===== src/hdl/axi_sys_pkg.sv =====
package axi_sys_pkg;

    // Bus widths
    localparam int ADDR_W = 32;
    localparam int DATA_W = 32;
    localparam int STRB_W = DATA_W / 8;

    // Address map, each window is 256 MB and aligned to its size
    localparam logic [ADDR_W-1:0] RAM_BASE = 32'h0000_0000;
    localparam logic [ADDR_W-1:0] RAM_END  = 32'h0FFF_FFFF;
    localparam logic [ADDR_W-1:0] DDS_BASE = 32'h2000_0000;
    localparam logic [ADDR_W-1:0] DDS_END  = 32'h2FFF_FFFF;

    // On-chip RAM, index from address bits 9:2
    localparam int RAM_WORDS = 256;
    localparam int RAM_IDX_W = $clog2(RAM_WORDS);

    // DDS sizing
    localparam int DDS_CHANNELS = 2;
    localparam int WAVE_W       = 8;

    // Response codes as on AXI
    localparam logic [1:0] RESP_OKAY   = 2'b00;
    localparam logic [1:0] RESP_DECERR = 2'b11;

    // DDS register offset, address bits 3:2
    typedef enum logic [1:0] {
        REG_TUNE0,
        REG_CTRL0,
        REG_TUNE1,
        REG_CTRL1
    } dds_reg_e;

    // Decoded target of one request
    typedef enum logic [1:0] {
        SEL_RAM,
        SEL_DDS,
        SEL_NONE
    } slave_sel_e;

    // Write address and data travel together as one beat
    typedef struct packed {
        logic              valid;
        logic [ADDR_W-1:0] addr;
        logic [DATA_W-1:0] data;
        logic [STRB_W-1:0] strb;
    } wr_req_t;

    typedef struct packed {
        logic              valid;
        logic [ADDR_W-1:0] addr;
    } rd_req_t;

    typedef struct packed {
        logic       valid;
        logic [1:0] resp;
    } wr_rsp_t;

    typedef struct packed {
        logic              valid;
        logic [1:0]        resp;
        logic [DATA_W-1:0] data;
    } rd_rsp_t;

    // Per-slave strobe, word address keeps byte-address bit numbering
    typedef struct packed {
        logic              wr_en;
        logic              rd_en;
        logic [ADDR_W-1:2] addr;
        logic [DATA_W-1:0] data;
        logic [STRB_W-1:0] strb;
    } slave_req_t;

    typedef struct packed {
        logic              rd_valid;
        logic [DATA_W-1:0] data;
    } slave_rd_t;

    // Control view of a DDS register
    typedef struct packed {
        logic [DATA_W-3:0] rsvd;
        // 0 selects square, 1 selects sawtooth
        logic              wave_sel;
        logic              enable;
    } dds_ctrl_t;

    // Same word seen as tuning word or as control bits
    typedef union packed {
        logic [DATA_W-1:0] tune;
        dds_ctrl_t         ctrl;
    } dds_reg_u;

    typedef logic [DDS_CHANNELS-1:0][WAVE_W-1:0] wave_vec_t;

    // Replace only the bytes enabled by the strobe
    function automatic logic [DATA_W-1:0] strb_merge(
        input logic [DATA_W-1:0] old_word,
        input logic [DATA_W-1:0] new_word,
        input logic [STRB_W-1:0] strb
    );
        logic [DATA_W-1:0] merged;
        merged = old_word;
        for (int b = 0; b < STRB_W; b++) begin
            if (strb[b]) begin
                merged[8*b +: 8] = new_word[8*b +: 8];
            end
        end
        return merged;
    endfunction

endpackage


===== src/hdl/resp_merge.sv =====
module resp_merge (
    input  logic                    bus_clk,
    input  logic                    arst_n,
    input  axi_sys_pkg::slave_sel_e wr_sel,
    input  axi_sys_pkg::slave_sel_e rd_sel,
    input  logic                    wr_issue,
    input  logic                    rd_issue,
    input  axi_sys_pkg::slave_rd_t  ram_rd,
    input  axi_sys_pkg::slave_rd_t  dds_rd,
    input  logic                    wr_rsp_ready,
    input  logic                    rd_rsp_ready,
    output axi_sys_pkg::wr_rsp_t    wr_rsp,
    output axi_sys_pkg::rd_rsp_t    rd_rsp,
    output logic                    wr_busy,
    output logic                    rd_busy
);
    import axi_sys_pkg::*;

    logic              wr_valid_q;
    logic              rd_valid_q;
    slave_sel_e        wr_sel_q;
    slave_sel_e        rd_sel_q;
    // High in the cycle the slave returns its data
    logic              rd_new_q;
    logic [DATA_W-1:0] rd_live;
    logic [DATA_W-1:0] rd_hold_q;

    // Data of the selected slave, zero on decode error
    always_comb begin
        case (rd_sel_q)
            SEL_RAM: rd_live = ram_rd.rd_valid ? ram_rd.data : '0;
            SEL_DDS: rd_live = dds_rd.rd_valid ? dds_rd.data : '0;
            default: rd_live = '0;
        endcase
    end

    always_ff @(posedge bus_clk or negedge arst_n) begin
        if (!arst_n) begin
            wr_valid_q <= 1'b0;
            rd_valid_q <= 1'b0;
            wr_sel_q   <= SEL_NONE;
            rd_sel_q   <= SEL_NONE;
            rd_new_q   <= 1'b0;
        end else begin
            if (wr_issue) begin
                wr_valid_q <= 1'b1;
                wr_sel_q   <= wr_sel;
            end else if (wr_rsp_ready) begin
                wr_valid_q <= 1'b0;
            end
            if (rd_issue) begin
                rd_valid_q <= 1'b1;
                rd_sel_q   <= rd_sel;
            end else if (rd_rsp_ready) begin
                rd_valid_q <= 1'b0;
            end
            rd_new_q <= rd_issue;
        end
    end

    // Capture slave data so the response holds under back-pressure
    always_ff @(posedge bus_clk) begin
        if (rd_new_q) begin
            rd_hold_q <= rd_live;
        end
    end

    always_comb begin
        wr_rsp.valid = wr_valid_q;
        wr_rsp.resp  = (wr_sel_q == SEL_NONE) ? RESP_DECERR : RESP_OKAY;
        rd_rsp.valid = rd_valid_q;
        rd_rsp.resp  = (rd_sel_q == SEL_NONE) ? RESP_DECERR : RESP_OKAY;
        rd_rsp.data  = rd_new_q ? rd_live : rd_hold_q;
    end

    // Busy from issue until the response is taken
    assign wr_busy = wr_issue || wr_valid_q;
    assign rd_busy = rd_issue || rd_valid_q;

    a_wr_hold: assert property (@(posedge bus_clk) disable iff (!arst_n)
        wr_rsp.valid && !wr_rsp_ready |=> wr_rsp.valid && $stable(wr_rsp))
        else $error("write response changed while stalled");
    a_rd_hold: assert property (@(posedge bus_clk) disable iff (!arst_n)
        rd_rsp.valid && !rd_rsp_ready |=> rd_rsp.valid && $stable(rd_rsp))
        else $error("read response changed while stalled");

endmodule


===== config.mk =====
export PLATFORM = sky130hd
export DESIGN_NAME = resp_merge
export DESIGN_NICKNAME = d
export VERILOG_FILES = /design/src/hdl/axi_sys_pkg.sv /design/src/hdl/resp_merge.sv
export SDC_FILE = /design/constraint.sdc
export NUM_CORES = 1
export LEC_CHECK = 0
export BUFFER_PORTS_ARGS = -buffer_cell sky130_fd_sc_hd__buf_2
export CAP_MARGIN = 30
export CORE_UTILIZATION = 37
export CTS_CLUSTER_DIAMETER = 60
export DETAILED_ROUTE_END_ITERATION = 8
export GPL_TIMING_DRIVEN = 0
export PLACE_DENSITY = 0.71
export SYNTH_ARGS = -nofsm -noshare
export SYNTH_HDL_FRONTEND = slang
export SYNTH_SLANG_ARGS = --single-unit
export TNS_END_PERCENT = 5

===== constraint.sdc =====
create_clock -name bus_clk -period 1.7 [get_ports bus_clk]
set_input_delay 0.34 -clock bus_clk [delete_from_list [all_inputs] [get_ports bus_clk]]
set_output_delay 0.34 -clock bus_clk [all_outputs]
set_load 0.01 [all_outputs]

==> impl_metrics.tcl <==
set metrics [dict create \
    status "finished, violations left" \
    violations "negative setup slack" \
    synth_common_cells "dfxtp_1, a22oi_1, nor2_1" \
    yosysSeqAreaShare_pct 47.9 \
    p_int_w 0.00155 \
    ant_nets 0 \
    yosysTopAreaCellShare_pct 37.5 \
    cts.sinks 39 \
    antenna_found_initial 0 \
    fin_area_um2 2500 \
    routed-wl-met3_um 271 \
    hp-start "rd_issue" \
    worst_slack_ns -0.328 \
    dr_wl_met2_um 2040 \
    skew_ns 0.00576 \
    leakage_nw 1.19 \
    gp_congestion 0.725 \
    power_w 0.00215 \
    synth_nets 246 \
    worst_hold_path_type "in -> reg" \
    worstPathArrival_ns 1.69 \
    wirelength_um 4120 \
    critPathCaptureType "output port" \
    die_w_um 69.9 \
    dp_hpwl_um 3110 \
    ys_async_sr_fraction_pct 17.9 \
    startpoint "rd_sel_q[1]" \
    port_buffers 115 \
    routed.top_layer "met4" \
    clk_pin_slew_worst_paths_ns 0.07 \
    overflow 0 \
    worstPathRequired_ns 1.36 \
    rows 24 \
    cp_top_family "flip-flops" \
    viasPerCell 4.79 \
    critPathLaunchType "flop" \
    num_antenna_cells 0 \
    fin_cells 349 \
    clockBufferDepth 2 \
    crit_path_top_delay_cell "dfstp_2" \
    tritoncts "built" \
    clkPwrFrac_pct 27.4 \
    start_util_pct 39.0 \
    yosysTopAreaCell "dfxtp_1" \
    grt_pass1_wl_um 6970 \
    ys_types 28 \
    syn_area_um2 1710 \
    slew_headroom_pct 71.1 \
    drtIter0Drc 60 \
    path_max_fanout 10 \
    drv_cap 0 \
    io_pins 116 \
    fin_nets 372 \
    placed_area_um2 2350 \
    critical_path_class "reg -> out" \
    grt_pass1_vias 1624 \
    powerDensity_nw_per_um2 861 \
    power.switching_w 0.000597 \
    max_freq_mhz 493 \
    drtPass1Iterations 4 \
    grt_max_degree 13 \
    cp_cell_sequence "and3b_1 > buf_6 > buf_12 > a22oi_2 > a21oi_2 > buf_2" \
    final_hold_viol_count 0 \
    combPwrFrac_pct 24.4 \
    drv_slew 0 \
    period_needed_ns 2.03 \
    synthMostInstantiatedCell "dfxtp_1" \
    slowest_delay_ns 0.54 \
    drive_above_1_share_pct 58.2 \
    period_share_pct 119 \
    numCtsBuffers 5 \
    ys_ff_latch 39 \
    drc 0 \
    synthCells 170 \
    ys_warn_count 0 \
    root_buffer "clkbuf_8" \
    r2r-start "rd_sel_q[1]" \
    worst_slew_pin_slew_ns 0.434 \
    num-fill-cells 416 \
    synthFlopType "dfxtp_1" \
    rsz0062_at_grt "yes" \
    path_depth 6 \
    seqPwrFrac_pct 48.2 \
    synthTopCellsByArea "dfxtp_1, a22oi_1, a22oi_2, dfrtp_1, a21oi_2" \
    routedWlPerCell_um 11.8 \
    worst-path-buf-inv 3 \
    areaGrowthSynthToFinish_pct 46.2 \
    htreeDepth 2 \
    core_um2 4380 \
    die-area_um2 4890 \
    setup-violations-final 32 \
    post-place-ws_ns -0.204 \
    syn_area_per_cell_um2 10.0 \
    grt_usage_pct 17.9 \
    clk_latency_ns 0.29 \
    dp.cells 337 \
    die_h_um 69.9 \
    ir_drop_v 0.000415 \
    min_path_cells 1 \
    vias 1673 \
    met1_length_um 1750 \
    ff2ff_path_depth 5 \
    synth_edf_count 0 \
    swShare_pct 27.7 \
]
[layout make-up]
class	instances	area, um^2	area share [%]
Buffer	17	141	5.66
Clock buffer	5	68.8	2.76
Clock inverter	3	15.0	0.602
Inverter	16	60.1	2.41
Multi-Input combinational cell	98	714	28.6
Sequential cell	39	820	32.8
Tap cell	52	65.1	2.61
Timing Repair Buffer	119	612	24.5
[metrics by stage]
stage | hold WS, ns | util, % | setup TNS [ns]
final | 0.230 | 56.9 | -8.37
after global routing | 0.226 | 56.9 | -11.52
after CTS | 0.220 | 56.8 | -8.73
after detailed placement | 0.178 | 53.6 | -3.75
after global placement | 0.177 | 53.6 | -3.41
after floorplan | 0.0444 | - | 0
[cell usage in the layout, fill, tap and decap left out, types with 3 or more instances in the layout]
cell type / Yosys / layout
dfrtp_1: 5 / 4
o22ai_1: 14 / 14
a22oi_1: 21 / 21
buf_2: 2 / 116
clkbuf_8: 0 / 6
clkinv_2: 0 / 3
buf_4: 5 / 6
clkbuf_2: 0 / 4
dfxtp_1: 32 / 32
a21oi_1: 8 / 8
nor2_1: 18 / 18
inv_1: 16 / 16
a22oi_2: 10 / 10
a21oi_2: 10 / 10
mux2_2: 4 / 4
buf_6: 2 / 5
[flip-flops by register name, indices dropped and copies added, names as in the netlist]
signal      count
rd_hold_q      32
rd_new_q        1
rd_sel_q        2
rd_valid_q      1
wr_sel_q        2
wr_valid_q      1
[path summary, 6_finish.rpt]
check | endpoint | slack, ns
max | rd_rsp[17] | -0.33
min | rd_new_q | 0.23
max reg2reg | rd_hold_q[17] | 0.33
min reg2reg | rd_hold_q[10] | 0.47
max in group asynchronous | rd_sel_q[1] | 1.07
min in group asynchronous | rd_valid_q | 0.41
[power by group through the flow]
stage | Sequential (W) | Combinational, W | Clock (W)
finish | 0.00104 | 0.000526 | 0.000588
global route | 0.00105 | 0.000581 | 0.000659
CTS | 0.00104 | 0.000532 | 0.000618
detailed placement | 0.00106 | 0.000509 | 0
global placement | 0.00106 | 0.000501 | 0
floorplan | 0.00105 | 0.000293 | 0
[routing by layer]
| layer | track usage, % | vias to the layer above |
|---|---|---|
| li1 | - | 849 |
| met1 | 20.4 | 751 |
| met2 | 31.7 | 65 |
| met3 | 4.47 | 8 |
| met4 | 7.33 | 0 |
| met5 | 0 | - |
[worst register-to-register path: stages (launching register included)]
cell and delay (ns):
dfstp_2 0.54, and3b_1 0.18, buf_6 0.14, buf_12 0.15, a22oi_2 0.17, a21oi_2 0.08
[cell families (layout without fill, tap and decap cells)]
family,after synthesis,in the layout,synth area share (%)
muxes,4,4,2.64
DFF,39,39,47.9
buffers and inverters,33,160,10.3
AOI/OAI and AO/OA,66,66,30.5
and+or+nand+nor,28,28,8.57
[repair_timing]
action | 4_1_cts | 5_1_grt
endpoints found under the setup margin | 32 | 32
buffers inserted | 3 | 0
hold buffers | 1 | 0
hold endpoints to repair | 5 | 0
gates resized for setup | 12 | 1
pin swaps | 13 | 0
(Power assumes the default switching activity.)
