File: config.mk
export PLATFORM = sky130hd
export DESIGN_NAME = dds_slave
export DESIGN_NICKNAME = d
export VERILOG_FILES = /design/src/hdl/axi_sys_pkg.sv /design/src/hdl/dds_slave.sv
export SDC_FILE = /design/constraint.sdc
export NUM_CORES = 1
export LEC_CHECK = 0
export BUFFER_PORTS_ARGS = -buffer_cell sky130_fd_sc_hd__buf_2
export CORE_MARGIN = 5
export CORE_UTILIZATION = 53
export DETAILED_ROUTE_END_ITERATION = 12
export PLACE_DENSITY = 0.73
export SLEW_MARGIN = 25
export SYNTH_ARGS = -nofsm -noshare
export SYNTH_HDL_FRONTEND = slang
export SYNTH_SLANG_ARGS = --single-unit
File: constraint.sdc
create_clock -name bus_clk -period 3.92 [get_ports bus_clk]
set_input_delay 0.588 -clock bus_clk [delete_from_list [all_inputs] [get_ports bus_clk]]
set_output_delay 0.588 -clock bus_clk [all_outputs]
set_load 0.05 [all_outputs]
File: src/hdl/axi_sys_pkg.sv
package axi_sys_pkg;

    // Bus widths
    localparam int ADDR_W = 32;
    localparam int DATA_W = 32;
    localparam int STRB_W = DATA_W / 8;

    // Address map, each window is 256 MB and aligned to its size
    localparam logic [ADDR_W-1:0] RAM_BASE = 32'h0000_0000;
    localparam logic [ADDR_W-1:0] RAM_END  = 32'h0FFF_FFFF;
    localparam logic [ADDR_W-1:0] DDS_BASE = 32'h2000_0000;
    localparam logic [ADDR_W-1:0] DDS_END  = 32'h2FFF_FFFF;

    // On-chip RAM, index from address bits 9:2
    localparam int RAM_WORDS = 256;
    localparam int RAM_IDX_W = $clog2(RAM_WORDS);

    // DDS sizing
    localparam int DDS_CHANNELS = 2;
    localparam int WAVE_W       = 8;

    // Response codes as on AXI
    localparam logic [1:0] RESP_OKAY   = 2'b00;
    localparam logic [1:0] RESP_DECERR = 2'b11;

    // DDS register offset, address bits 3:2
    typedef enum logic [1:0] {
        REG_TUNE0,
        REG_CTRL0,
        REG_TUNE1,
        REG_CTRL1
    } dds_reg_e;

    // Decoded target of one request
    typedef enum logic [1:0] {
        SEL_RAM,
        SEL_DDS,
        SEL_NONE
    } slave_sel_e;

    // Write address and data travel together as one beat
    typedef struct packed {
        logic              valid;
        logic [ADDR_W-1:0] addr;
        logic [DATA_W-1:0] data;
        logic [STRB_W-1:0] strb;
    } wr_req_t;

    typedef struct packed {
        logic              valid;
        logic [ADDR_W-1:0] addr;
    } rd_req_t;

    typedef struct packed {
        logic       valid;
        logic [1:0] resp;
    } wr_rsp_t;

    typedef struct packed {
        logic              valid;
        logic [1:0]        resp;
        logic [DATA_W-1:0] data;
    } rd_rsp_t;

    // Per-slave strobe, word address keeps byte-address bit numbering
    typedef struct packed {
        logic              wr_en;
        logic              rd_en;
        logic [ADDR_W-1:2] addr;
        logic [DATA_W-1:0] data;
        logic [STRB_W-1:0] strb;
    } slave_req_t;

    typedef struct packed {
        logic              rd_valid;
        logic [DATA_W-1:0] data;
    } slave_rd_t;

    // Control view of a DDS register
    typedef struct packed {
        logic [DATA_W-3:0] rsvd;
        // 0 selects square, 1 selects sawtooth
        logic              wave_sel;
        logic              enable;
    } dds_ctrl_t;

    // Same word seen as tuning word or as control bits
    typedef union packed {
        logic [DATA_W-1:0] tune;
        dds_ctrl_t         ctrl;
    } dds_reg_u;

    typedef logic [DDS_CHANNELS-1:0][WAVE_W-1:0] wave_vec_t;

    // Replace only the bytes enabled by the strobe
    function automatic logic [DATA_W-1:0] strb_merge(
        input logic [DATA_W-1:0] old_word,
        input logic [DATA_W-1:0] new_word,
        input logic [STRB_W-1:0] strb
    );
        logic [DATA_W-1:0] merged;
        merged = old_word;
        for (int b = 0; b < STRB_W; b++) begin
            if (strb[b]) begin
                merged[8*b +: 8] = new_word[8*b +: 8];
            end
        end
        return merged;
    endfunction

endpackage

File: src/hdl/dds_slave.sv
module dds_slave (
    input  logic                    bus_clk,
    input  logic                    arst_n,
    input  axi_sys_pkg::slave_req_t req,
    output axi_sys_pkg::slave_rd_t  rd,
    output axi_sys_pkg::wave_vec_t  wave_out
);
    import axi_sys_pkg::*;

    // Tuning and control word per channel, in offset order
    dds_reg_u          regs [2*DDS_CHANNELS];
    dds_reg_e          reg_off;
    logic              rd_valid_q;
    logic [DATA_W-1:0] rd_data_q;

    // Only bits 3:2 select a register
    assign reg_off = dds_reg_e'(req.addr[3:2]);

    // Register file, cleared so channels start disabled
    always_ff @(posedge bus_clk or negedge arst_n) begin
        if (!arst_n) begin
            for (int i = 0; i < 2*DDS_CHANNELS; i++) begin
                regs[i] <= '0;
            end
        end else if (req.wr_en) begin
            regs[reg_off] <= strb_merge(regs[reg_off], req.data, req.strb);
        end
    end

    // Readback of the full stored word
    always_ff @(posedge bus_clk) begin
        if (req.rd_en) begin
            rd_data_q <= regs[reg_off];
        end
    end

    always_ff @(posedge bus_clk or negedge arst_n) begin
        if (!arst_n) begin
            rd_valid_q <= 1'b0;
        end else begin
            rd_valid_q <= req.rd_en;
        end
    end

    always_comb begin
        rd.rd_valid = rd_valid_q;
        rd.data     = rd_data_q;
    end

    for (genvar ch = 0; ch < DDS_CHANNELS; ch++) begin : g_chan
        dds_reg_u          tune_r;
        dds_reg_u          ctrl_r;
        logic [DATA_W-1:0] phase;

        assign tune_r = regs[2*ch];
        assign ctrl_r = regs[2*ch+1];

        // Phase accumulator
        always_ff @(posedge bus_clk or negedge arst_n) begin
            if (!arst_n) begin
                phase <= '0;
            end else if (ctrl_r.ctrl.enable) begin
                phase <= phase + tune_r.tune;
            end else begin
                // Disabled channel restarts from phase 0
                phase <= '0;
            end
        end

        // Sawtooth takes the top phase bits, square only the MSB
        assign wave_out[ch] = !ctrl_r.ctrl.enable  ? '0 :
                              ctrl_r.ctrl.wave_sel ? phase[DATA_W-1 -: WAVE_W] :
                                                     {WAVE_W{phase[DATA_W-1]}};

        // Square samples stay at the rails
        a_square_rails: assert property (@(posedge bus_clk) disable iff (!arst_n)
            !ctrl_r.ctrl.wave_sel |-> (wave_out[ch] == '0 || wave_out[ch] == '1))
            else $error("square sample off the rails on channel %0d", ch);
    end

endmodule

==> results_dict.tcl, run 1 <==
set metrics [dict create \
    path_delay_family "compound AO/OA/AOI/OAI gates" \
    grt_pass1_wl_um 46700 \
    wl_per_cell_um 18.9 \
    cts_made_buffers 24 \
    reg2regPathDepth 13 \
    tightest_slew_ns 0.898 \
    cts_max_level 1 \
    startpoint "g_chan[0].tune_r[0]" \
    r2r_start "g_chan[0].tune_r[0]" \
    clk_pin_slew_ns 0.06 \
    worstSetupPathType "reg -> reg" \
    hold_class "in -> async" \
    synth_edf_count 32 \
    drt_wl_total_um 28700 \
    arrival_ns 3.52 \
    cts_hold_buffers 0 \
    crit_buf_inv 2 \
    yosysSeqAreaShare_pct 48.9 \
    dpl.hpwl_um 20100 \
    syn_area_sq_mm 0.0119 \
    status "completed" \
    combPwrFrac_pct 38.1 \
    areaGrowthSynthToFinish_pct 12.6 \
    grt.overflow.total 0 \
    fin_nets 1352 \
    rsz0062_at_grt "false" \
    whs_ns 0.199 \
    netSwitchingFraction_pct 37.4 \
    period_share_pct 79.7 \
    fmax_mhz 320 \
    synth_nets 1275 \
    clock_skew_ns 0.0115 \
    die_h_um 160 \
    die-area_sq_mm 0.0255 \
    async_flop_share_pct 85.8 \
    finalSetupViolations 0 \
    port-buffer-count 90 \
    drtIter0Drc 543 \
    synth_warnings 0 \
    crit_required_ns 4.32 \
    path_cells "ha_1 > inv_1 > fa_1 > nor2b_1 > o31a_1 > a21oi_1 > a31oi_1 > o21bai_1 > a2111oi_0 > buf_4 > o22ai_1 > xnor2_1 > and2_1" \
    p_sw_mw 3.35 \
    post-cts-setup-buffer-count 0 \
    drt_first_pass_iters 6 \
    period_needed_ns 3.12 \
    p_leak_nw 6.19 \
    start_util_pct 54.1 \
    cts_max_path_buffers 3 \
    synth_seq_cells 225 \
    drc 0 \
    rows 54 \
    vias 8899 \
    setup.worst_path.end "g_chan[0].phase[28]" \
    relSlewSlack_pct 40.1 \
    gp_congestion 0.913 \
    setup_ws_ns 0.796 \
    power_frac_seq_pct 37.2 \
    cts_sinks 225 \
    timing.rr.end "g_chan[0].phase[28]" \
    tns_ns 0 \
    drt-vias-per-instance 5.87 \
    clk_latency_ns 0.51 \
    reg2reg_slack_ns 0.80 \
    syn-instance-count 1141 \
    hold_viol_final 0 \
    intPower_mw 5.62 \
    end_kind "flip-flop" \
    cp_max_fo 3 \
    grt_max_degree 112 \
    drtAntennaViolNets 0 \
    antenna_found_initial 1 \
    avgSynthCellArea_sq_um 10.4 \
    crit_cells 13 \
    slowest_stage "a2111oi_0" \
    slowest_delay_ns 0.50 \
    p_clk_share_pct 24.7 \
    synth-main-ff-cell "dfrtp_1" \
    startpoint_type "flip-flop" \
    die-width_um 160 \
    drive_gt1_share_pct 15.2 \
    root_buffer "clkbuf_16" \
    cap_violations 0 \
    irDropWorstVdd_mv 0.278 \
    cts-resized-gates 0 \
    coreArea_sq_mm 0.0219 \
    place_ws_ns 0.797 \
    cts_tree "yes" \
    ioPinCount 119 \
    synth_cell_types 65 \
    p_per_area_mw_per_mm2 673 \
    slew_violations 0 \
    grt_pass1_vias 8845 \
    grt_util_all_layers_pct 22.2 \
]
-- cell families (layout without fill, tap and decap cells) --
logic type               after synthesis  in the layout  share of synthesized area [%]
buffers and inverters                 69            163                           2.34
other                                  0              1                              0
AO/OA/AOI/OAI                        325            325                           16.4
XOR/XNOR                              48             48                           3.55
multiplexers                          66             66                           8.95
flip-flops                           225            225                           48.9
AND/OR/NAND/NOR                      344            344                           13.1
adder cells (fa/ha/maj)               64             64                           6.88
-- per-layer routing --
| metal | vias up | global-route usage, % | share of wire [%] |
|---|---|---|---|
| li1 | 4242 | - | - |
| met1 | 4382 | 31.0 | 43 |
| met2 | 237 | 37.2 | 48 |
| met3 | 38 | 2.64 | 6.1 |
| met4 | 0 | 5.70 | 2.0 |
| met5 | - | 0 | 0 |
-- flip-flops by register name (all words and copies together) (netlist names) --
register and count:
rd_data_q 32, rd_valid_q 1, g_chan.phase 64, g_chan.ctrl_r 64, g_chan.tune_r 64
-- Yosys cell counts (23+ instances only) --
cell type    n  area [sq um]
nor2_1      84           315
mux4_2      32           721
xnor2_1     27           236
ha_1        62           776
edfxtp_1    32           961
nand2_1    158           593
dfrtp_1    193          4830
and2_1      33           206
clkbuf_1    39           146
mux2i_1     34           340
o21ai_0    121           606
a21oi_1    103           515
a21o_1      23           173
-- how the worst min path moves through the flow --
| stage | from | endpoint | slack (ns) | depth (start not counted) |
|---|---|---|---|---|
| CTS | arst_n | g_chan[1].phase[6] | 0.24 | 1 |
| global placement | g_chan[1].ctrl_r[25] | g_chan[1].ctrl_r[25] | 0.46 | 2 |
| finish | arst_n | g_chan[1].phase[5] | 0.20 | 1 |
| floorplan | arst_n | g_chan[0].ctrl_r[0] | 0.29 | 0 |
| global route | arst_n | g_chan[1].phase[5] | 0.28 | 1 |
| detailed placement | g_chan[1].ctrl_r[15] | g_chan[1].ctrl_r[15] | 0.47 | 2 |
-- cell usage in the layout (no fill, tap or decap), drive strengths merged, types with 9 or more instances in the layout --
master and count:
and2 33, o21ai 125, nor2 84, nand3 12, xnor2 27, mux4 32
xor2 21, edfxtp 32, dfrtp 193, inv 15, mux2i 34, o21bai 9
a211oi 9, a21o 23, buf 104, nor2b 15, a21boi 12, clkinv 9
clkbuf 33, ha 62, nand2 158, a21oi 104
-- final cells by class --
class,count,area (sq um)
fillers,1823,8550
multi-input cells,847,5790
flip-flops and latches,225,5790
clock buffers,32,692
repair buffers,105,572
well taps,280,350
clock inverters,11,85.1
inverters,15,56.3
diodes,1,2.50
-- through the flow --
| step | utilization, % | std cells | instance area (sq um) | power (mW) |
|---|---|---|---|---|
| 2_1_floorplan | - | 1141 | 11900 | 5.93 |
| 3_3_place_gp | 57.4 | 1472 | 12600 | 6.64 |
| 3_5_place_dp | 57.4 | 1472 | 12600 | 6.73 |
| 4_1_cts | 60.9 | 1515 | 13300 | 9.00 |
| 5_1_grt | 60.9 | 1516 | 13300 | 9.59 |
| 6_report | 60.9 | 1516 | 13300 | 8.98 |
-- power by group through the flow --
stage | Clock, mW | Combinational (mW) | Sequential (mW)
after global routing | 2.36 | 3.83 | 3.40
after floorplan | 0 | 2.54 | 3.39
final | 2.22 | 3.42 | 3.34
after detailed placement | 0 | 3.36 | 3.36
after CTS | 2.26 | 3.41 | 3.33
after global placement | 0 | 3.30 | 3.34
Note: power is estimated with default switching activity, not from simulation.
==> run 2, diff against run 1 <==
Clock period 3.92 ns to 2.9 ns, I/O delays scaled along.
==> run 2 against run 1 <==
  * Sequential power up 35%
  * Power increased by 40%
  * Count of clock-buffer cells in the layout grew 5
  * Design area rose by 3.1%
  * Critical path type unchanged
  * Clock power is 45% higher
  * Core utilization increased by 1.9 points
  * Via count rose by 0.92%
  * Setup slack got worse by 0.67 ns
  * Largest cell class unchanged
  * Register-to-register slack lost 0.67 ns
  * The run now ends with hold timing left
  * Highest routed layer unchanged
==> results_dict.tcl, run 2 (synthesis gave the netlist of run 1 again) <==
set metrics [dict create \
    status "finished with violations" \
    violations "hold timing" \
    path_cells "ha_1 > a21o_1 > and4_1 > o311ai_4 > a211oi_2 > o211ai_1 > and2_4 > o21ai_1 > a311o_1 > and3_1" \
    relSlewSlack_pct 42.2 \
    placed_cell_area_sq_mm 0.0127 \
    fillers 1735 \
    drtIter0Drc 593 \
    reg2regPathDepth 10 \
    die-area_sq_mm 0.0255 \
    hold_class "in -> async" \
    clock_skew_ns 0.0212 \
    grt_pass1_wl_um 47600 \
    setup_ws_ns 0.129 \
    power_mw 12.6 \
    drt_first_pass_iters 5 \
    worstSetupPathType "reg -> reg" \
    dpl.hpwl_um 20800 \
    seq_area_sq_mm 0.00579 \
    fmax_mhz 361 \
    whs_ns -0.000859 \
    multi_input_area_sq_mm 0.00592 \
    wl_per_cell_um 18.7 \
    layout_common_cells "dfrtp_1 (193), nand2_1 (158), o21ai_0 (118), a21oi_1 (98), buf_2 (89)" \
    clk_latency_ns 0.53 \
    reg2reg_slack_ns 0.13 \
    period_needed_ns 2.77 \
    grt_util_all_layers_pct 22.7 \
    drt_wl_total_um 28900 \
    rows 54 \
    cts_made_buffers 25 \
    hold_viol_final 2 \
    grt_max_degree 90 \
    cts_hold_buffers 0 \
    cap_violations 0 \
    antenna_found_initial 1 \
    die_h_um 160 \
    dp_cells 1488 \
    grt_pass1_vias 9050 \
    start_util_pct 54.1 \
    gp_congestion 0.900 \
    startpoint_type "flip-flop" \
    final_common_cell "dfrtp_1" \
    irDropWorstVdd_mv 0.366 \
    die-width_um 160 \
    arrival_ns 3.19 \
    drt-vias-per-instance 5.82 \
    vias 8981 \
    startpoint "g_chan[1].tune_r[1]" \
    root_buffer "clkbuf_16" \
    crit_required_ns 3.32 \
    tns_ns 0 \
    grt.overflow.total 0 \
    r2r_start "g_chan[1].tune_r[1]" \
    cts_max_level 1 \
    fin_util_pct 62.8 \
    ioPinCount 119 \
    coreArea_sq_mm 0.0219 \
    period_share_pct 95.6 \
    finalNonFillerCells 1542 \
    place_ws_ns -0.144 \
    cp_max_fo 3 \
    cts_sinks 225 \
    cts_max_path_buffers 3 \
    drtAntennaViolNets 0 \
    port-buffer-count 90 \
    clk_pin_slew_ns 0.06 \
    fin_nets 1375 \
    tightest_slew_ns 0.867 \
    drc 0 \
    end_kind "flip-flop" \
    timing.rr.end "g_chan[1].phase[25]" \
    slowest_delay_ns 0.41 \
    cts_tree "yes" \
    p_leak_nw 6.35 \
    slew_violations 0 \
    postLayoutCellArea_sq_mm 0.0138 \
    areaGrowthSynthToFinish_pct 16.0 \
    p_per_area_mw_per_mm2 917 \
    finalSetupViolations 0 \
    slowest_stage "dfrtp_1" \
    drive_gt1_share_pct 18.3 \
]
==> run 2: changes by cell type in the layout (fill, tap and decap cells not counted), sizes merged <==
cell	before	now
buf	104	126
inv	15	16
clkbuf	33	38
clkinv	9	6
clkinvlp	1	0
diode	1	2
bufinv	1	2
==> run 2: worst max-delay path, delay by kind of cell, from the launching register on <==
family                   cells  cell delay [ns]
adder cells (fa/ha/maj)      1             0.31
AND/OR/NAND/NOR              3             0.61
AO/OA/AOI/OAI                6             1.34
flip-flops                   1             0.41
==> run 2: worst max-delay path by stage <==
stage                                endpoint
after floorplan           g_chan[0].phase[28]
after global placement    g_chan[0].phase[28]
after detailed placement  g_chan[0].phase[28]
after CTS                 g_chan[1].phase[29]
after global routing      g_chan[1].phase[28]
final                     g_chan[1].phase[25]
==> run 2: layout make-up <==
cell class	instances	share of cell area, %
Timing Repair Buffer	127	5.72
Sequential cell	225	42.1
Antenna cell	2	0.0364
Tap cell	280	2.55
Inverter	15	0.409
Clock buffer	37	5.40
Clock inverter	9	0.746
Multi-Input combinational cell	847	43.0
==> run 2: where the power goes <==
part | switching [mW] | internal (mW)
Combinational | 2.85 | 2.01
Clock | 1.27 | 1.95
Sequential | 0.535 | 3.98
Total | 4.66 | 7.95
==> run 2: layer usage <==
layer  wire [um]  share of wire (%)  vias up  track usage [%]
met5           0                  0        -                0
met4         718                2.5        0             6.28
met3        1410                4.9       43             2.74
met2       14000                 49      211             37.8
met1       12700                 44     4406             31.9
li1            -                  -     4321                -
==> run 2: repair_timing <==
| action | 4_1_cts | 5_1_grt |
|---|---|---|
| setup buffers | 0 | 6 |
| gates resized for setup | 4 | 24 |
| endpoints found under the setup margin | 3 | 14 |
| pin swaps | 0 | 12 |
==> run 3, diff against run 2 <==
Settings changed: ABC_CLOCK_PERIOD_IN_PS set to 2900, CORE_UTILIZATION 53 to 41, PLACE_DENSITY 0.73 to unset, TNS_END_PERCENT set to 10.
==> run 3 against run 2 <==
  * The flow now finishes without violations
  * Hold slack gained 0.30 ns
  * Cell count grew 6.4%
  * Count of clock-buffer cells in the layout decreased by 4
  * Power decreased by 0.29%
  * Core utilization down 15 points
  * Global-route usage fell by 5.0 points
  * Maximum frequency fell by 0.76%
  * Clock power is essentially flat
  * Sequential cell count unchanged
  * Sequential power about the same
  * Design area up 0.56%
==> results_dict.tcl, run 3 (synthesis gave the netlist of run 1 again) <==
set metrics [dict create \
    cap_violations 0 \
    cts_made_buffers 25 \
    tightest_slew_ns 0.831 \
    dpl.hpwl_um 20900 \
    intPower_mw 7.95 \
    antenna_cells 0 \
    power_frac_seq_pct 35.8 \
    p_leak_nw 6.34 \
    ioPinCount 119 \
    tns_ns 0 \
    drt-vias-per-instance 5.29 \
    status "completed" \
    cts_max_level 1 \
    final_common_cell "dfrtp_1" \
    startpoint_type "flip-flop" \
    period_share_pct 96.3 \
    grt_pass1_wl_um 47600 \
    fmax_mhz 358 \
    hold_class "in -> reg" \
    drt_first_pass_iters 5 \
    rsz0062_at_grt "true" \
    whs_ns 0.294 \
    path_cells "ha_1 > a211o_1 > o311ai_4 > a211oi_2 > o211ai_1 > and2_4 > o21ai_1 > a311o_1 > and3_1" \
    slew_violations 0 \
    cp_max_fo 5 \
    drtIter0Drc 516 \
    cts_sinks 225 \
    irDropWorstVdd_mv 0.480 \
    crit_required_ns 3.32 \
    drtAntennaViolNets 0 \
    slowest_stage "dfrtp_1" \
    fin_nets 1371 \
    finalSetupViolations 0 \
    start_util_pct 41.4 \
    antenna_found_initial 0 \
    cts_tree "yes" \
    cts_max_path_buffers 3 \
    drive_gt1_share_pct 17.8 \
    clock_skew_ns 0.0236 \
    grt_util_all_layers_pct 17.8 \
    placed_cell_area_sq_mm 0.0129 \
    postLayoutCellArea_sq_mm 0.0138 \
    end_kind "flip-flop" \
    grt_max_degree 64 \
    power_mw 12.6 \
    period_needed_ns 2.79 \
    layout_common_cells "dfrtp_1 (193), nand2_1 (158), o21ai_0 (119), a21oi_1 (100), buf_2 (89)" \
    relSlewSlack_pct 44.6 \
    grt_pass1_vias 8701 \
    die-width_um 180 \
    slowest_delay_ns 0.42 \
    vias 8671 \
    grt.overflow.total 0 \
    p_sw_mw 4.63 \
    coreArea_sq_mm 0.0286 \
    areaGrowthSynthToFinish_pct 16.7 \
    worstHoldPathCells 3 \
    rows 62 \
    worstSetupPathType "reg -> reg" \
    port-buffer-count 90 \
    drt_wl_total_um 28800 \
    die-area_sq_mm 0.0324 \
    clk_pin_slew_ns 0.06 \
    hold_viol_final 0 \
    dp_cells 1593 \
    gp_congestion 0.879 \
    finalNonFillerCells 1640 \
    drc 0 \
    arrival_ns 3.21 \
    wl_per_cell_um 17.5 \
    place_ws_ns -0.134 \
    root_buffer "clkbuf_16" \
    reg2regPathDepth 9 \
    fin_util_pct 48.3 \
    p_per_area_mw_per_mm2 909 \
    die_h_um 180 \
    p_clk_share_pct 25.7 \
    setup_ws_ns 0.108 \
    clk_latency_ns 0.53 \
    combPwrFrac_pct 38.6 \
    netSwitchingFraction_pct 36.8 \
]
==> run 3: final timing paths <==
path                                           start              endpoint  slack [ns]
min in group asynchronous                     arst_n   g_chan[1].phase[16]        0.44
worst min register to register  g_chan[1].ctrl_r[18]  g_chan[1].ctrl_r[18]        0.48
worst max-delay path             g_chan[1].tune_r[6]   g_chan[1].phase[25]        0.11
worst max register to register   g_chan[1].tune_r[6]   g_chan[1].phase[25]        0.11
max in group asynchronous                     arst_n  g_chan[1].tune_r[18]        1.69
worst min-delay path                         req[35]  g_chan[1].tune_r[31]        0.29
==> run 3: cell type report <==
| type | count | area, sq um |
|---|---|---|
| inverter | 15 | 56.3 |
| clock buffer | 33 | 696 |
| multi-input combinational | 847 | 5890 |
| clock inverter | 13 | 146 |
| fill | 2634 | 14800 |
| tap | 384 | 480 |
| timing repair buffer | 123 | 772 |
| sequential | 225 | 5790 |
==> run 3: repair_timing <==
action,4_1_cts,5_1_grt
endpoints found under the setup margin,2,16
hold buffers,1,0
hold endpoints to repair,50,0
setup buffers,0,0
gates resized for setup,2,21
pin swaps,0,2
==> run 3: power groups by stage <==
stage,clock network (mW),registers (mW),logic [mW]
6_report,3.23,4.50,4.85
5_1_grt,3.46,4.59,5.42
4_1_cts,3.31,4.50,4.78
3_5_place_dp,0,4.55,4.74
3_3_place_gp,0,4.53,4.69
2_1_floorplan,0,4.59,3.43
==> run 3: critical path, delay by kind of cell, from the launching register on <==
kind	cells	cell delay [ns]
AO/OA/AOI/OAI	6	1.52
AND/OR/NAND/NOR	2	0.37
adder cells (fa/ha/maj)	1	0.38
flip-flops	1	0.42
==> run 3: metal layers <==
metal | routed length (um) | track usage, % | vias up | part of all wire, %
met5 | 0 | 0 | - | 0
met2 | 13700 | 29.8 | 131 | 48
met3 | 964 | 2.28 | 39 | 3.4
li1 | - | - | 4296 | -
met1 | 13600 | 25.2 | 4205 | 47
met4 | 485 | 3.54 | 0 | 1.7
