**src/hdl/axi_sys_pkg.sv**
```systemverilog
package axi_sys_pkg;

    // Bus widths
    localparam int ADDR_W = 32;
    localparam int DATA_W = 32;
    localparam int STRB_W = DATA_W / 8;

    // Address map, each window is 256 MB and aligned to its size
    localparam logic [ADDR_W-1:0] RAM_BASE = 32'h0000_0000;
    localparam logic [ADDR_W-1:0] RAM_END  = 32'h0FFF_FFFF;
    localparam logic [ADDR_W-1:0] DDS_BASE = 32'h2000_0000;
    localparam logic [ADDR_W-1:0] DDS_END  = 32'h2FFF_FFFF;

    // On-chip RAM, index from address bits 9:2
    localparam int RAM_WORDS = 256;
    localparam int RAM_IDX_W = $clog2(RAM_WORDS);

    // DDS sizing
    localparam int DDS_CHANNELS = 2;
    localparam int WAVE_W       = 8;

    // Response codes as on AXI
    localparam logic [1:0] RESP_OKAY   = 2'b00;
    localparam logic [1:0] RESP_DECERR = 2'b11;

    // DDS register offset, address bits 3:2
    typedef enum logic [1:0] {
        REG_TUNE0,
        REG_CTRL0,
        REG_TUNE1,
        REG_CTRL1
    } dds_reg_e;

    // Decoded target of one request
    typedef enum logic [1:0] {
        SEL_RAM,
        SEL_DDS,
        SEL_NONE
    } slave_sel_e;

    // Write address and data travel together as one beat
    typedef struct packed {
        logic              valid;
        logic [ADDR_W-1:0] addr;
        logic [DATA_W-1:0] data;
        logic [STRB_W-1:0] strb;
    } wr_req_t;

    typedef struct packed {
        logic              valid;
        logic [ADDR_W-1:0] addr;
    } rd_req_t;

    typedef struct packed {
        logic       valid;
        logic [1:0] resp;
    } wr_rsp_t;

    typedef struct packed {
        logic              valid;
        logic [1:0]        resp;
        logic [DATA_W-1:0] data;
    } rd_rsp_t;

    // Per-slave strobe, word address keeps byte-address bit numbering
    typedef struct packed {
        logic              wr_en;
        logic              rd_en;
        logic [ADDR_W-1:2] addr;
        logic [DATA_W-1:0] data;
        logic [STRB_W-1:0] strb;
    } slave_req_t;

    typedef struct packed {
        logic              rd_valid;
        logic [DATA_W-1:0] data;
    } slave_rd_t;

    // Control view of a DDS register
    typedef struct packed {
        logic [DATA_W-3:0] rsvd;
        // 0 selects square, 1 selects sawtooth
        logic              wave_sel;
        logic              enable;
    } dds_ctrl_t;

    // Same word seen as tuning word or as control bits
    typedef union packed {
        logic [DATA_W-1:0] tune;
        dds_ctrl_t         ctrl;
    } dds_reg_u;

    typedef logic [DDS_CHANNELS-1:0][WAVE_W-1:0] wave_vec_t;

    // Replace only the bytes enabled by the strobe
    function automatic logic [DATA_W-1:0] strb_merge(
        input logic [DATA_W-1:0] old_word,
        input logic [DATA_W-1:0] new_word,
        input logic [STRB_W-1:0] strb
    );
        logic [DATA_W-1:0] merged;
        merged = old_word;
        for (int b = 0; b < STRB_W; b++) begin
            if (strb[b]) begin
                merged[8*b +: 8] = new_word[8*b +: 8];
            end
        end
        return merged;
    endfunction

endpackage

```
**src/hdl/addr_decode.sv**
```systemverilog
module addr_decode (
    input  logic                    bus_clk,
    input  logic                    arst_n,
    input  axi_sys_pkg::wr_req_t    wr_req,
    input  axi_sys_pkg::rd_req_t    rd_req,
    input  logic                    wr_busy,
    input  logic                    rd_busy,
    output logic                    wr_ready,
    output logic                    rd_ready,
    output axi_sys_pkg::slave_req_t ram_req,
    output axi_sys_pkg::slave_req_t dds_req,
    output axi_sys_pkg::slave_sel_e wr_sel,
    output axi_sys_pkg::slave_sel_e rd_sel,
    output logic                    wr_issue,
    output logic                    rd_issue
);
    import axi_sys_pkg::*;

    slave_sel_e        wr_tgt;
    slave_sel_e        rd_tgt;
    logic              wr_acc;
    logic              rd_acc;
    logic              wr_issue_q;
    logic              rd_issue_q;
    slave_sel_e        wr_sel_q;
    slave_sel_e        rd_sel_q;
    logic [ADDR_W-1:2] wr_addr_q;
    logic [DATA_W-1:0] wr_data_q;
    logic [STRB_W-1:0] wr_strb_q;
    logic [ADDR_W-1:2] rd_addr_q;

    // Windows are size aligned, so masking off the offset leaves the base
    function automatic slave_sel_e decode(input logic [ADDR_W-1:0] addr);
        slave_sel_e sel;
        if ((addr & ~(RAM_END - RAM_BASE)) == RAM_BASE) begin
            sel = SEL_RAM;
        end else if ((addr & ~(DDS_END - DDS_BASE)) == DDS_BASE) begin
            sel = SEL_DDS;
        end else begin
            sel = SEL_NONE;
        end
        return sel;
    endfunction

    // Strobe for one slave from the registered requests
    function automatic slave_req_t build_req(input slave_sel_e tgt);
        slave_req_t r;
        r.wr_en = wr_issue_q && (wr_sel_q == tgt);
        r.rd_en = rd_issue_q && (rd_sel_q == tgt);
        // Write and read never share a slave in one cycle
        r.addr  = r.wr_en ? wr_addr_q : rd_addr_q;
        r.data  = wr_data_q;
        r.strb  = wr_strb_q;
        return r;
    endfunction

    assign wr_tgt = decode(wr_req.addr);
    assign rd_tgt = decode(rd_req.addr);

    // Channel blocked from issue until its response is taken
    assign wr_ready = !wr_busy;
    // A read to the slave that takes a write this cycle waits one cycle
    assign rd_ready = !rd_busy &&
                      !(wr_acc && (wr_tgt == rd_tgt) && (wr_tgt != SEL_NONE));

    assign wr_acc = wr_req.valid && wr_ready;
    assign rd_acc = rd_req.valid && rd_ready;

    always_ff @(posedge bus_clk or negedge arst_n) begin
        if (!arst_n) begin
            wr_issue_q <= 1'b0;
            rd_issue_q <= 1'b0;
            wr_sel_q   <= SEL_NONE;
            rd_sel_q   <= SEL_NONE;
        end else begin
            wr_issue_q <= wr_acc;
            rd_issue_q <= rd_acc;
            if (wr_acc) begin
                wr_sel_q <= wr_tgt;
            end
            if (rd_acc) begin
                rd_sel_q <= rd_tgt;
            end
        end
    end

    // Request payload
    always_ff @(posedge bus_clk) begin
        if (wr_acc) begin
            wr_addr_q <= wr_req.addr[ADDR_W-1:2];
            wr_data_q <= wr_req.data;
            wr_strb_q <= wr_req.strb;
        end
        if (rd_acc) begin
            rd_addr_q <= rd_req.addr[ADDR_W-1:2];
        end
    end

    always_comb begin
        ram_req = build_req(SEL_RAM);
        dds_req = build_req(SEL_DDS);
    end

    assign wr_sel   = wr_sel_q;
    assign rd_sel   = rd_sel_q;
    assign wr_issue = wr_issue_q;
    assign rd_issue = rd_issue_q;

    // One write and one read strobe at most, never both on one slave
    a_strobe_onehot: assert property (@(posedge bus_clk) disable iff (!arst_n)
        $onehot0({ram_req.wr_en, dds_req.wr_en}) && $onehot0({ram_req.rd_en, dds_req.rd_en}))
        else $error("more than one slave strobe of a kind");
    a_no_share: assert property (@(posedge bus_clk) disable iff (!arst_n)
        !(ram_req.wr_en && ram_req.rd_en) && !(dds_req.wr_en && dds_req.rd_en))
        else $error("write and read strobe on one slave");

endmodule

```
**config.mk**
```make
export PLATFORM = sky130hd
export DESIGN_NAME = addr_decode
export DESIGN_NICKNAME = d
export VERILOG_FILES = /design/src/hdl/axi_sys_pkg.sv /design/src/hdl/addr_decode.sv
export SDC_FILE = /design/constraint.sdc
export NUM_CORES = 1
export LEC_CHECK = 0
export BUFFER_PORTS_ARGS = -buffer_cell sky130_fd_sc_hd__buf_2
export CAP_MARGIN = 20
export CORE_ASPECT_RATIO = 1.1
export CORE_MARGIN = 2
export CORE_UTILIZATION = 44
export DETAILED_ROUTE_END_ITERATION = 8
export PLACE_DENSITY = 0.92
export SYNTH_ARGS = -nofsm -noshare
export SYNTH_HDL_FRONTEND = slang
export SYNTH_SLANG_ARGS = --single-unit
```
**constraint.sdc**
```tcl
create_clock -name bus_clk -period 2.96 [get_ports bus_clk]
set_input_delay 0 -clock bus_clk [delete_from_list [all_inputs] [get_ports bus_clk]]
set_output_delay 0 -clock bus_clk [all_outputs]
set_load 0.05 [all_outputs]
```
==> impl_metrics.ini, run 1 <==
[critical_path]
startpoint_type = flip-flop
r2r_setup_slack_ns = 1.91
critPathArrivalTime_ns = 2.01
crit_required_ns = 2.96
crit_fanout = 25
crit_path_end_kind = primary output
worstSetupPathType = reg2out

[detailed_routing]
wl_um = 12850
via_per_inst = 4.985
first_pass_iters = 5
drt_iter0_markers = 211
drc_errors = 0
wire_per_inst_um = 17.56
vias = 3649
drtAntennaViolNets = 0

[yosys]
ys_ff_latch = 102
synthAdderAreaFrac_pct = 0
ys_warn_count = 0
synth_area_leaders = edfxtp_1, nand2_1, mux2_2, buf_4, dfrtp_1
postSynthCellCount = 296
yosysUniqueCellTypes = 30
ys_seq_area_share_pct = 71.69
synth_top_family_by_area = simple AND/OR/NAND/NOR gates
synth-xor-area-share_pct = 0.2069
yosys.area.top_type = edfxtp_1
yosys.area_share.simple_pct = 11.05
postSynthAreaPerCell_um2 = 14.30
synth_compound_area_share_pct = 0.9752
syn-num-nets = 402
synth_top_area_share_pct = 68.09
synth_area_um2 = 4234
synth.area.mux_share_pct = 7.979

[clock_network]
cts_made_buffers = 9
ctsResizeCount = 0
cts_tree = yes
path_clk_slew_ns = 0.09
insertion_delay_ns = 0.35
clock-sinks = 102
cts_root_buf = clkbuf_8
cts_max_level = 3
clockBufferDepth = 2

[floorplan]
core_um2 = 9351
io_pins = 250
num_rows = 37
die-area_um2 = 10420
die_h_um = 106.9
dieWidth_um = 97.53
start_util_pct = 45.28

[place]
dp_hpwl_um = 7513
postPlaceCellArea_um2 = 5340
dp_slack_ns = 1.317
portBuffers = 245
globalplace.congestion = 0.7927
dp.cells = 618

[grt]
grt_max_degree = 72
gr-total-overflow = 0
grt_pass1_wl_um = 19380
grt_pass1_vias = 3923
grt_antenna_before_repair = 0
grtUsageTotal_pct = 24.25

[job]
maxCapViolations = 0

[sta]
setup_ws_ns = 0.9524
worst_pin_slew_ns = 0.9518
timing.final.crit_share_pct = 67.82
drv_slew = 0
post-route-min-period_ns = 2.008
finClkSkew_ns = 0
maxSlewHeadroom_pct = 36.39
hold_violations = 0
fmax_ghz = 0.4981
grt_setup_unrepaired = no
setup_tns_ns = 0
setup_viol = 0
whs_ns = 0.03886

[outcome]
status = complete, no violations

[finish]
fin_cells = 732
syn2layout_area_growth_pct = 54.70
final_net_count = 716
drive_gt1_share_pct = 48.62
n_antenna_cell = 0
fin_area_um2 = 6550

[pwr]
ir_drop_v = 0.0003083
p_per_area_nw_per_um2 = 561.4
leakage_nw = 2.939

[worst_hold_path]
hold_path.class = in2reg
[repair_timing]
| item | CTS | global route |
|---|---|---|
| hold buffers | 98 | 0 |
| setup endpoints to repair | 0 | 0 |
| buffers inserted | 0 | 0 |
| endpoints found under the hold margin | 104 | 0 |
[worst max-delay path, cell delays in order, from the launching register on]
cell and delay, ns:
dfrtp_1 0.45, nand3b_1 0.13, inv_1 0.26, buf_4 0.35, nand2_1 0.10, nand2_1 0.09, buf_2 0.26
[final cells by class]
cell class	count	area, um2
tap	117	146.4
sequential	102	3035
fill	620	2801
clock inverter	5	97.59
multi-input combinational	146	868.3
inverter	3	11.26
clock buffer	11	131.4
timing repair buffer	348	2260
[worst paths after layout]
kind / cells past startpoint / to / startpoint
max reg2reg: 3 / rd_sel[0] / rd_sel[0]
min in group asynchronous: 2 / rd_sel[1] / arst_n
min reg2reg: 1 / wr_sel[1] / wr_sel[1]
max in group asynchronous: 3 / wr_sel[0] / arst_n
max: 6 / dds_req[51] / wr_sel[0]
min: 4 / rd_sel[0] / rd_busy
[metrics by stage]
stage	power (W)	utilization, %
finish	0.003677	70.04
global route	0.003802	70.04
CTS	0.003675	70.04
detailed placement	0.002593	57.10
global placement	0.002572	57.10
floorplan	0.002391	-
[logic make-up (layout without fill, tap and decap cells)]
logic type | after synthesis | in the layout
simple gates | 109 | 109
flops | 102 | 102
buf+inv | 48 | 367
mux | 30 | 30
compound gates | 6 | 6
xor+xnor | 1 | 1
[power by group]
group | internal (W) | total (W) | switching (W)
registers | 0.00169 | 0.00175 | 0.0000552
clock network | 0.000557 | 0.000998 | 0.000440
logic | 0.000273 | 0.000933 | 0.000660
total | 0.00252 | 0.00368 | 0.00116
[placed cells by master, fill, tap and decap left out, drive strengths merged, types with 2 or more instances in the layout]
master / instances
nor3b: 2
inv: 3
buf: 250
nand2: 91
dfstp: 2
dlygate4sd3: 98
nand3: 2
bufinv: 3
clkinv: 2
nor2b: 2
or3: 2
dfrtp: 4
nor3: 3
mux2: 30
edfxtp: 96
o21ai: 2
clkbuf: 11
nor2: 2
[routing by layer]
metal	up-vias	track usage, %	part of all wire (%)
met1	1725	25.51	34
met3	54	7.106	7.8
met2	241	44.04	54
li1	1629	-	-
met4	0	12.30	4.2
met5	-	0	0
[synth_stat cells]
master / instances
nor3_1: 3
nand3b_1: 1
nor3b_4: 1
mux2_2: 30
and3_1: 1
nand4_1: 1
nor2b_2: 1
nor2b_1: 1
dfrtp_1: 4
edfxtp_1: 96
dfstp_2: 2
nand3_1: 2
a22o_2: 1
buf_6: 3
or3_4: 1
a21oi_1: 1
inv_1: 3
buf_1: 2
nand2b_1: 1
buf_2: 4
a32oi_1: 1
o21a_1: 1
and3b_1: 1
nor3b_1: 1
xor2_1: 1
o21ai_0: 2
or3_1: 1
buf_4: 36
nor2_1: 2
nand2_1: 91
[sequential cells by signal (all words and copies together) (netlist names)]
name and count:
rd_issue 1, wr_data_q 32, wr_issue 1, rd_addr_q 30, rd_sel 2, wr_addr_q 30
wr_strb_q 4, wr_sel 2
Power figures use the tool's default switching activity.
==> inputs of run 2 (changes only) <==
Settings changed: ABC_AREA from default to 1, PLACE_DENSITY 0.92 to 0.91.
Clock period 2.96 ns to 2 ns, I/O delays scaled along.
==> run 2 against run 1 <==
- synthesized cell count is 16% higher
- critical endpoint unchanged
- final cell count grew 7.4%
- setup slack got worse by 0.88 ns
- via count grew 4.2%
- die area is 2.8% higher
- final area up 7.9%
- worst hold slack improved by 0.059 ns
- highest routed layer unchanged
- clock power up 29%
- power rose by 47%
- count of clock-buffer cells in the layout unchanged
- utilization rose by 2.5 points
==> impl_metrics.ini, run 2 <==
[yosys]
ys_warn_count = 0
postSynthCellCount = 343
yosys.area.top_type = edfxtp_1
synth.top_cells.by_count = edfxtp_1, nand2_1, inv_1
postSynthAreaPerCell_um2 = 12.70
synth_area_um2 = 4357
ys_seq_area_share_pct = 69.67
ys.flop_type = edfxtp_1
synth_area_leaders = edfxtp_1, buf_4, nand2_1, o21ai_2, inv_1
synth_top_area_share_pct = 66.17
ys_ff_latch = 102
synth.most_common_cell = edfxtp_1
synth_edf_count = 96
ys_async_sr_fraction_pct = 5.882
yosysUniqueCellTypes = 23
syn-num-nets = 449

[grt]
gr-total-overflow = 0
grt_max_degree = 70
grt_antenna_before_repair = 0
grt_pass1_vias = 4136
grtUsageTotal_pct = 24.83
grt_pass1_wl_um = 20300

[critical_path]
startpoint_type = flip-flop
critPathArrivalTime_ns = 1.92
crit_fanout = 14
crit_path_end_kind = primary output
crit_required_ns = 2.00
worstSetupPathType = reg2out

[detailed_routing]
wl_um = 13840
first_pass_iters = 5
wire_per_inst_um = 17.61
vias = 3803
drt_iter0_markers = 203
via_per_inst = 4.838
drc_errors = 0
drtAntennaViolNets = 0

[floorplan]
io_pins = 250
dieWidth_um = 98.88
die-area_um2 = 10710
start_util_pct = 44.70
core_um2 = 9747
num_rows = 38
die_h_um = 108.4

[sta]
post-route-min-period_ns = 1.924
hold_violations = 0
worst_pin_slew_ns = 0.3818
maxSlewHeadroom_pct = 74.55
timing.final.crit_share_pct = 96.22
fmax_ghz = 0.5196
setup_ws_ns = 0.07551
finClkSkew_ns = 0
setup_viol = 0
drv_slew = 0

[finish]
syn2layout_area_growth_pct = 62.21
nFillCells = 588
n_antenna_cell = 0
layout_common_cells = buf_2, dlygate4sd3_1, edfxtp_1, nand2_1, inv_1
final_net_count = 767
reg_top3 = wr_data_q: 32 flops, rd_addr_q: 30 flops, wr_addr_q: 30 flops
final_common_cell = buf_2
drive_gt1_share_pct = 51.05
largest_reg_flops = 32
ff_latch_area_um2 = 3038
largest-register = wr_data_q
fin_area_um2 = 7067
multi_input_area_um2 = 1077

[clock_network]
cts_tree = yes
cts_root_buf = clkbuf_8
clock-sinks = 102
path_clk_slew_ns = 0.10
insertion_delay_ns = 0.35
postCtsSetupBuffers = 0
cts_max_level = 3
cts_made_buffers = 9
clockBufferDepth = 2

[pwr]
combPwrFrac_pct = 28.7
ir_drop_v = 0.0005597
power_frac_seq_pct = 47.5
p_switching_w = 0.001883
pwr-share-clk_pct = 23.8
intPower_w = 0.003534
leakage_nw = 3.238
swShare_pct = 34.76
p_per_area_nw_per_um2 = 766.6

[job]
maxCapViolations = 0

[place]
dp_slack_ns = 0.3194
postPlaceCellArea_um2 = 5794
dp_hpwl_um = 8077
globalplace.congestion = 0.7782
portBuffers = 245

[outcome]
status = complete, no violations

[worst_hold_path]
hold_path.class = in2reg
[run 2: repair_timing]
item	CTS	global route
endpoints found under the hold margin	106	0
gates resized for setup	1	12
hold buffers	102	0
endpoints found under the setup margin	19	46
pin swaps	0	0
gates cloned	0	1
[run 2: routing by layer]
metal | track usage (%) | vias up | share of wire [%]
li1 | - | 1758 | -
met1 | 26.10 | 1791 | 35
met2 | 45.61 | 211 | 55
met3 | 5.495 | 43 | 6.8
met4 | 14.09 | 0 | 3.6
met5 | 0 | - | 0
[run 2: final cells by class]
cell class	count	share of cell area, %
multi-input combinational	148	15.24
tap	120	2.125
inverter	45	2.656
clock inverter	5	0.8499
timing repair buffer	355	34.28
clock buffer	11	1.859
sequential	102	42.99
[run 2: cells by family after synthesis]
family	count (synthesis)	synth area share, %
and+or+nand+nor	86	8.214
DFF	102	69.67
buffers and inverters	93	12.32
AOI/OAI and AO/OA	62	9.793
[run 2: power by group through the flow]
stage	clock network, W	logic (W)	registers (W)
2_1_floorplan	0	0.000858	0.00280
3_3_place_gp	0	0.00134	0.00260
3_5_place_dp	0	0.00137	0.00261
4_1_cts	0.00130	0.00152	0.00257
5_1_grt	0.00138	0.00162	0.00259
6_report	0.00129	0.00155	0.00258
[run 2: worst paths after layout]
check | startpoint | end | slack [ns] | depth (start not counted)
max in group asynchronous | arst_n | wr_issue | 1.15 | 3
worst min register to register | rd_sel[1] | rd_sel[1] | 0.50 | 2
min in group asynchronous | arst_n | wr_sel[1] | 0.18 | 2
worst max register to register | wr_sel[1] | wr_sel[1] | 1.15 | 1
worst max-delay path | wr_sel[1] | dds_req[51] | 0.08 | 6
worst min-delay path | wr_req[68] | wr_sel[0] | 0.1 | 5
[run 2: worst max-delay path, stage by stage (launching register included)]
cell and delay, ns:
dfstp_2 0.63, nor3_4 0.07, inv_4 0.18, buf_6 0.23, nand2_1 0.10, o21ai_2 0.08
clkbuf_4 0.26
[run 2: through the flow]
step | power (W) | utilization, % | TNS [ns] | instances | hold slack (ns)
after CTS | 0.005396 | 71.91 | 0 | 785 | 0.06189
after detailed placement | 0.003980 | 59.45 | 0 | 667 | -0.1692
after global routing | 0.005592 | 72.50 | -0.02011 | 786 | 0.07674
after floorplan | 0.003662 | - | -12.64 | 343 | -0.2956
final | 0.005418 | 72.50 | 0 | 786 | 0.09770
after global placement | 0.003943 | 59.45 | 0 | 667 | -0.1770
==> inputs of run 3 (changes only) <==
Settings changed: PLACE_DENSITY 0.91 to default, PLACE_DENSITY_LB_ADDON from default to 0.1.
Clock period 2 ns to 1.9 ns, I/O delays scaled along.
==> run 3 against run 2 <==
- wire length down 8.8%
- global-route usage down 1.7 points
- worst hold slack worse by 0.034 ns
- critical path depth unchanged
- clock skew unchanged
- non-clock buffer count up 1
- final cell count up 0.13%
- setup slack worse by 0.026 ns
- power up 9.2%
- combinational power up 14%
- critical path type unchanged
- largest cell class unchanged
- highest routed layer unchanged
==> impl_metrics.ini, run 3 (synthesis results as in run 2) <==
[floorplan]
start_util_pct = 44.70
core_um2 = 9747
dieWidth_um = 98.88
io_pins = 250
num_rows = 38
die_h_um = 108.4
die-area_um2 = 10710

[finish]
fin_area_um2 = 7587
drive_gt1_share_pct = 51.12
largest_reg_flops = 32
n_antenna_cell = 0
fin_util_pct = 77.84
reg_top3 = wr_data_q: 32 flops, rd_addr_q: 30 flops, wr_addr_q: 30 flops
layout_common_cells = buf_2, dlygate4sd3_1, edfxtp_1, nand2_1, o21ai_4
fin_cells = 787
syn2layout_area_growth_pct = 74.15
final_net_count = 768
final_common_cell = buf_2
largest-register = wr_data_q

[place]
globalplace.congestion = 0.8169
postPlaceCellArea_um2 = 6110
portBuffers = 245
dp.cells = 668
dp_hpwl_um = 7762

[sta]
maxSlewHeadroom_pct = 74.64
timing.final.crit_share_pct = 97.39
whs_ns = 0.06396
fmax_ghz = 0.5404
hold_violations = 0
finClkSkew_ns = 0
post-route-min-period_ns = 1.850
worst_pin_slew_ns = 0.3804
grt_setup_unrepaired = yes
drv_slew = 0
setup_viol = 0

[job]
maxCapViolations = 0

[clock_network]
cts_max_level = 3
cts_root_buf = clkbuf_8
cts_tree = yes
clockBufferDepth = 2
path_clk_slew_ns = 0.09
clock-sinks = 102
cts_made_buffers = 9
insertion_delay_ns = 0.36

[grt]
gr-total-overflow = 0
grt_pass1_vias = 3905
grt_antenna_before_repair = 0
grtUsageTotal_pct = 23.13
grt_pass1_wl_um = 18920
grt_max_degree = 70

[critical_path]
crit_required_ns = 1.90
rr_endpoint = wr_sel[1]
r2r_setup_slack_ns = 1.08
crit_path_end_kind = primary output
crit_end = dds_req[61]
startpoint_type = flip-flop
critPathArrivalTime_ns = 1.85
worst_r2r_startpoint = wr_sel[1]
startpoint = wr_sel[1]
rr_worst_depth = 1
crit_fanout = 22
worstSetupPathType = reg2out

[detailed_routing]
wire_per_inst_um = 16.04
drt_iter0_markers = 89
first_pass_iters = 4
via_per_inst = 4.689
wl_um = 12630
vias = 3690
drtAntennaViolNets = 0
drc_errors = 0

[pwr]
leakage_nw = 3.369
ir_drop_v = 0.0006136
p_per_area_nw_per_um2 = 780.0
total_power_w = 0.005918

[worst_hold_path]
hold_start = wr_req[68]
hold_path.class = in2reg

[outcome]
status = complete, no violations
## run 3: cell types whose count changed in the layout (fill, tap and decap cells not counted), sizes merged
cell,delta
clkinvlp,-1
buf,-7
bufinv,+1
clkbuf,+8
## run 3: layout make-up
| type | instances | area, um2 |
|---|---|---|
| Clock buffer | 11 | 131.4 |
| Clock inverter | 5 | 75.07 |
| Fill cell | 642 | 2160 |
| Inverter | 45 | 190.2 |
| Multi-Input combinational cell | 148 | 1370 |
| Sequential cell | 102 | 3038 |
| Tap cell | 120 | 150.1 |
| Timing Repair Buffer | 356 | 2633 |
## run 3: what timing repair did
action / 4_1_cts / 5_1_grt
buffers inserted: 0 / 0
gates cloned: 1 / 0
hold endpoints to repair: 106 / 0
resized for setup: 22 / 64
hold buffers: 102 / 0
pin swaps: 0 / 1
endpoints found under the setup margin: 21 / 49
## run 3: worst max-delay path, cell delays in order, from the launching register on
cell	delay, ns
dfstp_2	0.62
nor3_4	0.08
inv_4	0.12
buf_12	0.22
nand2_1	0.12
o21ai_4	0.06
buf_2	0.27
## run 3: layer usage
layer  routed length (um)  global-route usage, %  share of wire (%)  vias to the layer above
li1                     -                      -                  -                     1753
met1                 4516                  24.08                 36                     1770
met2                 7059                  44.21                 56                      147
met3                  783                  5.688                6.2                       20
met4                  268                  9.295                2.1                        0
met5                    0                      0                  0                        -
## run 3: worst min-delay path by stage
| stage | endpoint | cells past startpoint | slack, ns |
|---|---|---|---|
| 3_3_place_gp | rd_issue | 1 | -0.17 |
| 5_1_grt | wr_sel[0] | 5 | 0.09 |
| 3_5_place_dp | rd_issue | 1 | -0.17 |
| 6_report | wr_sel[0] | 5 | 0.06 |
| 4_1_cts | wr_sel[0] | 5 | 0.05 |
| 2_1_floorplan | rd_issue | 0 | -0.30 |
## run 3: report_power, final
| part | switching, W | total, W | leakage [nW] | internal, W |
|---|---|---|---|---|
| Clock | 0.000719 | 0.00146 | 0.107 | 0.000738 |
| Sequential | 0.0000675 | 0.00270 | 0.972 | 0.00263 |
| Combinational | 0.00120 | 0.00176 | 2.29 | 0.000564 |
| Total | 0.00199 | 0.00592 | 3.37 | 0.00393 |
## run 3: through the flow
step	worst slack, ns	setup TNS (ns)
floorplan	-0.5109	-16.15
global placement	0.3685	0
detailed placement	0.3440	0
CTS	0.0008058	0
global route	-0.03253	-0.1561
finish	0.04951	0
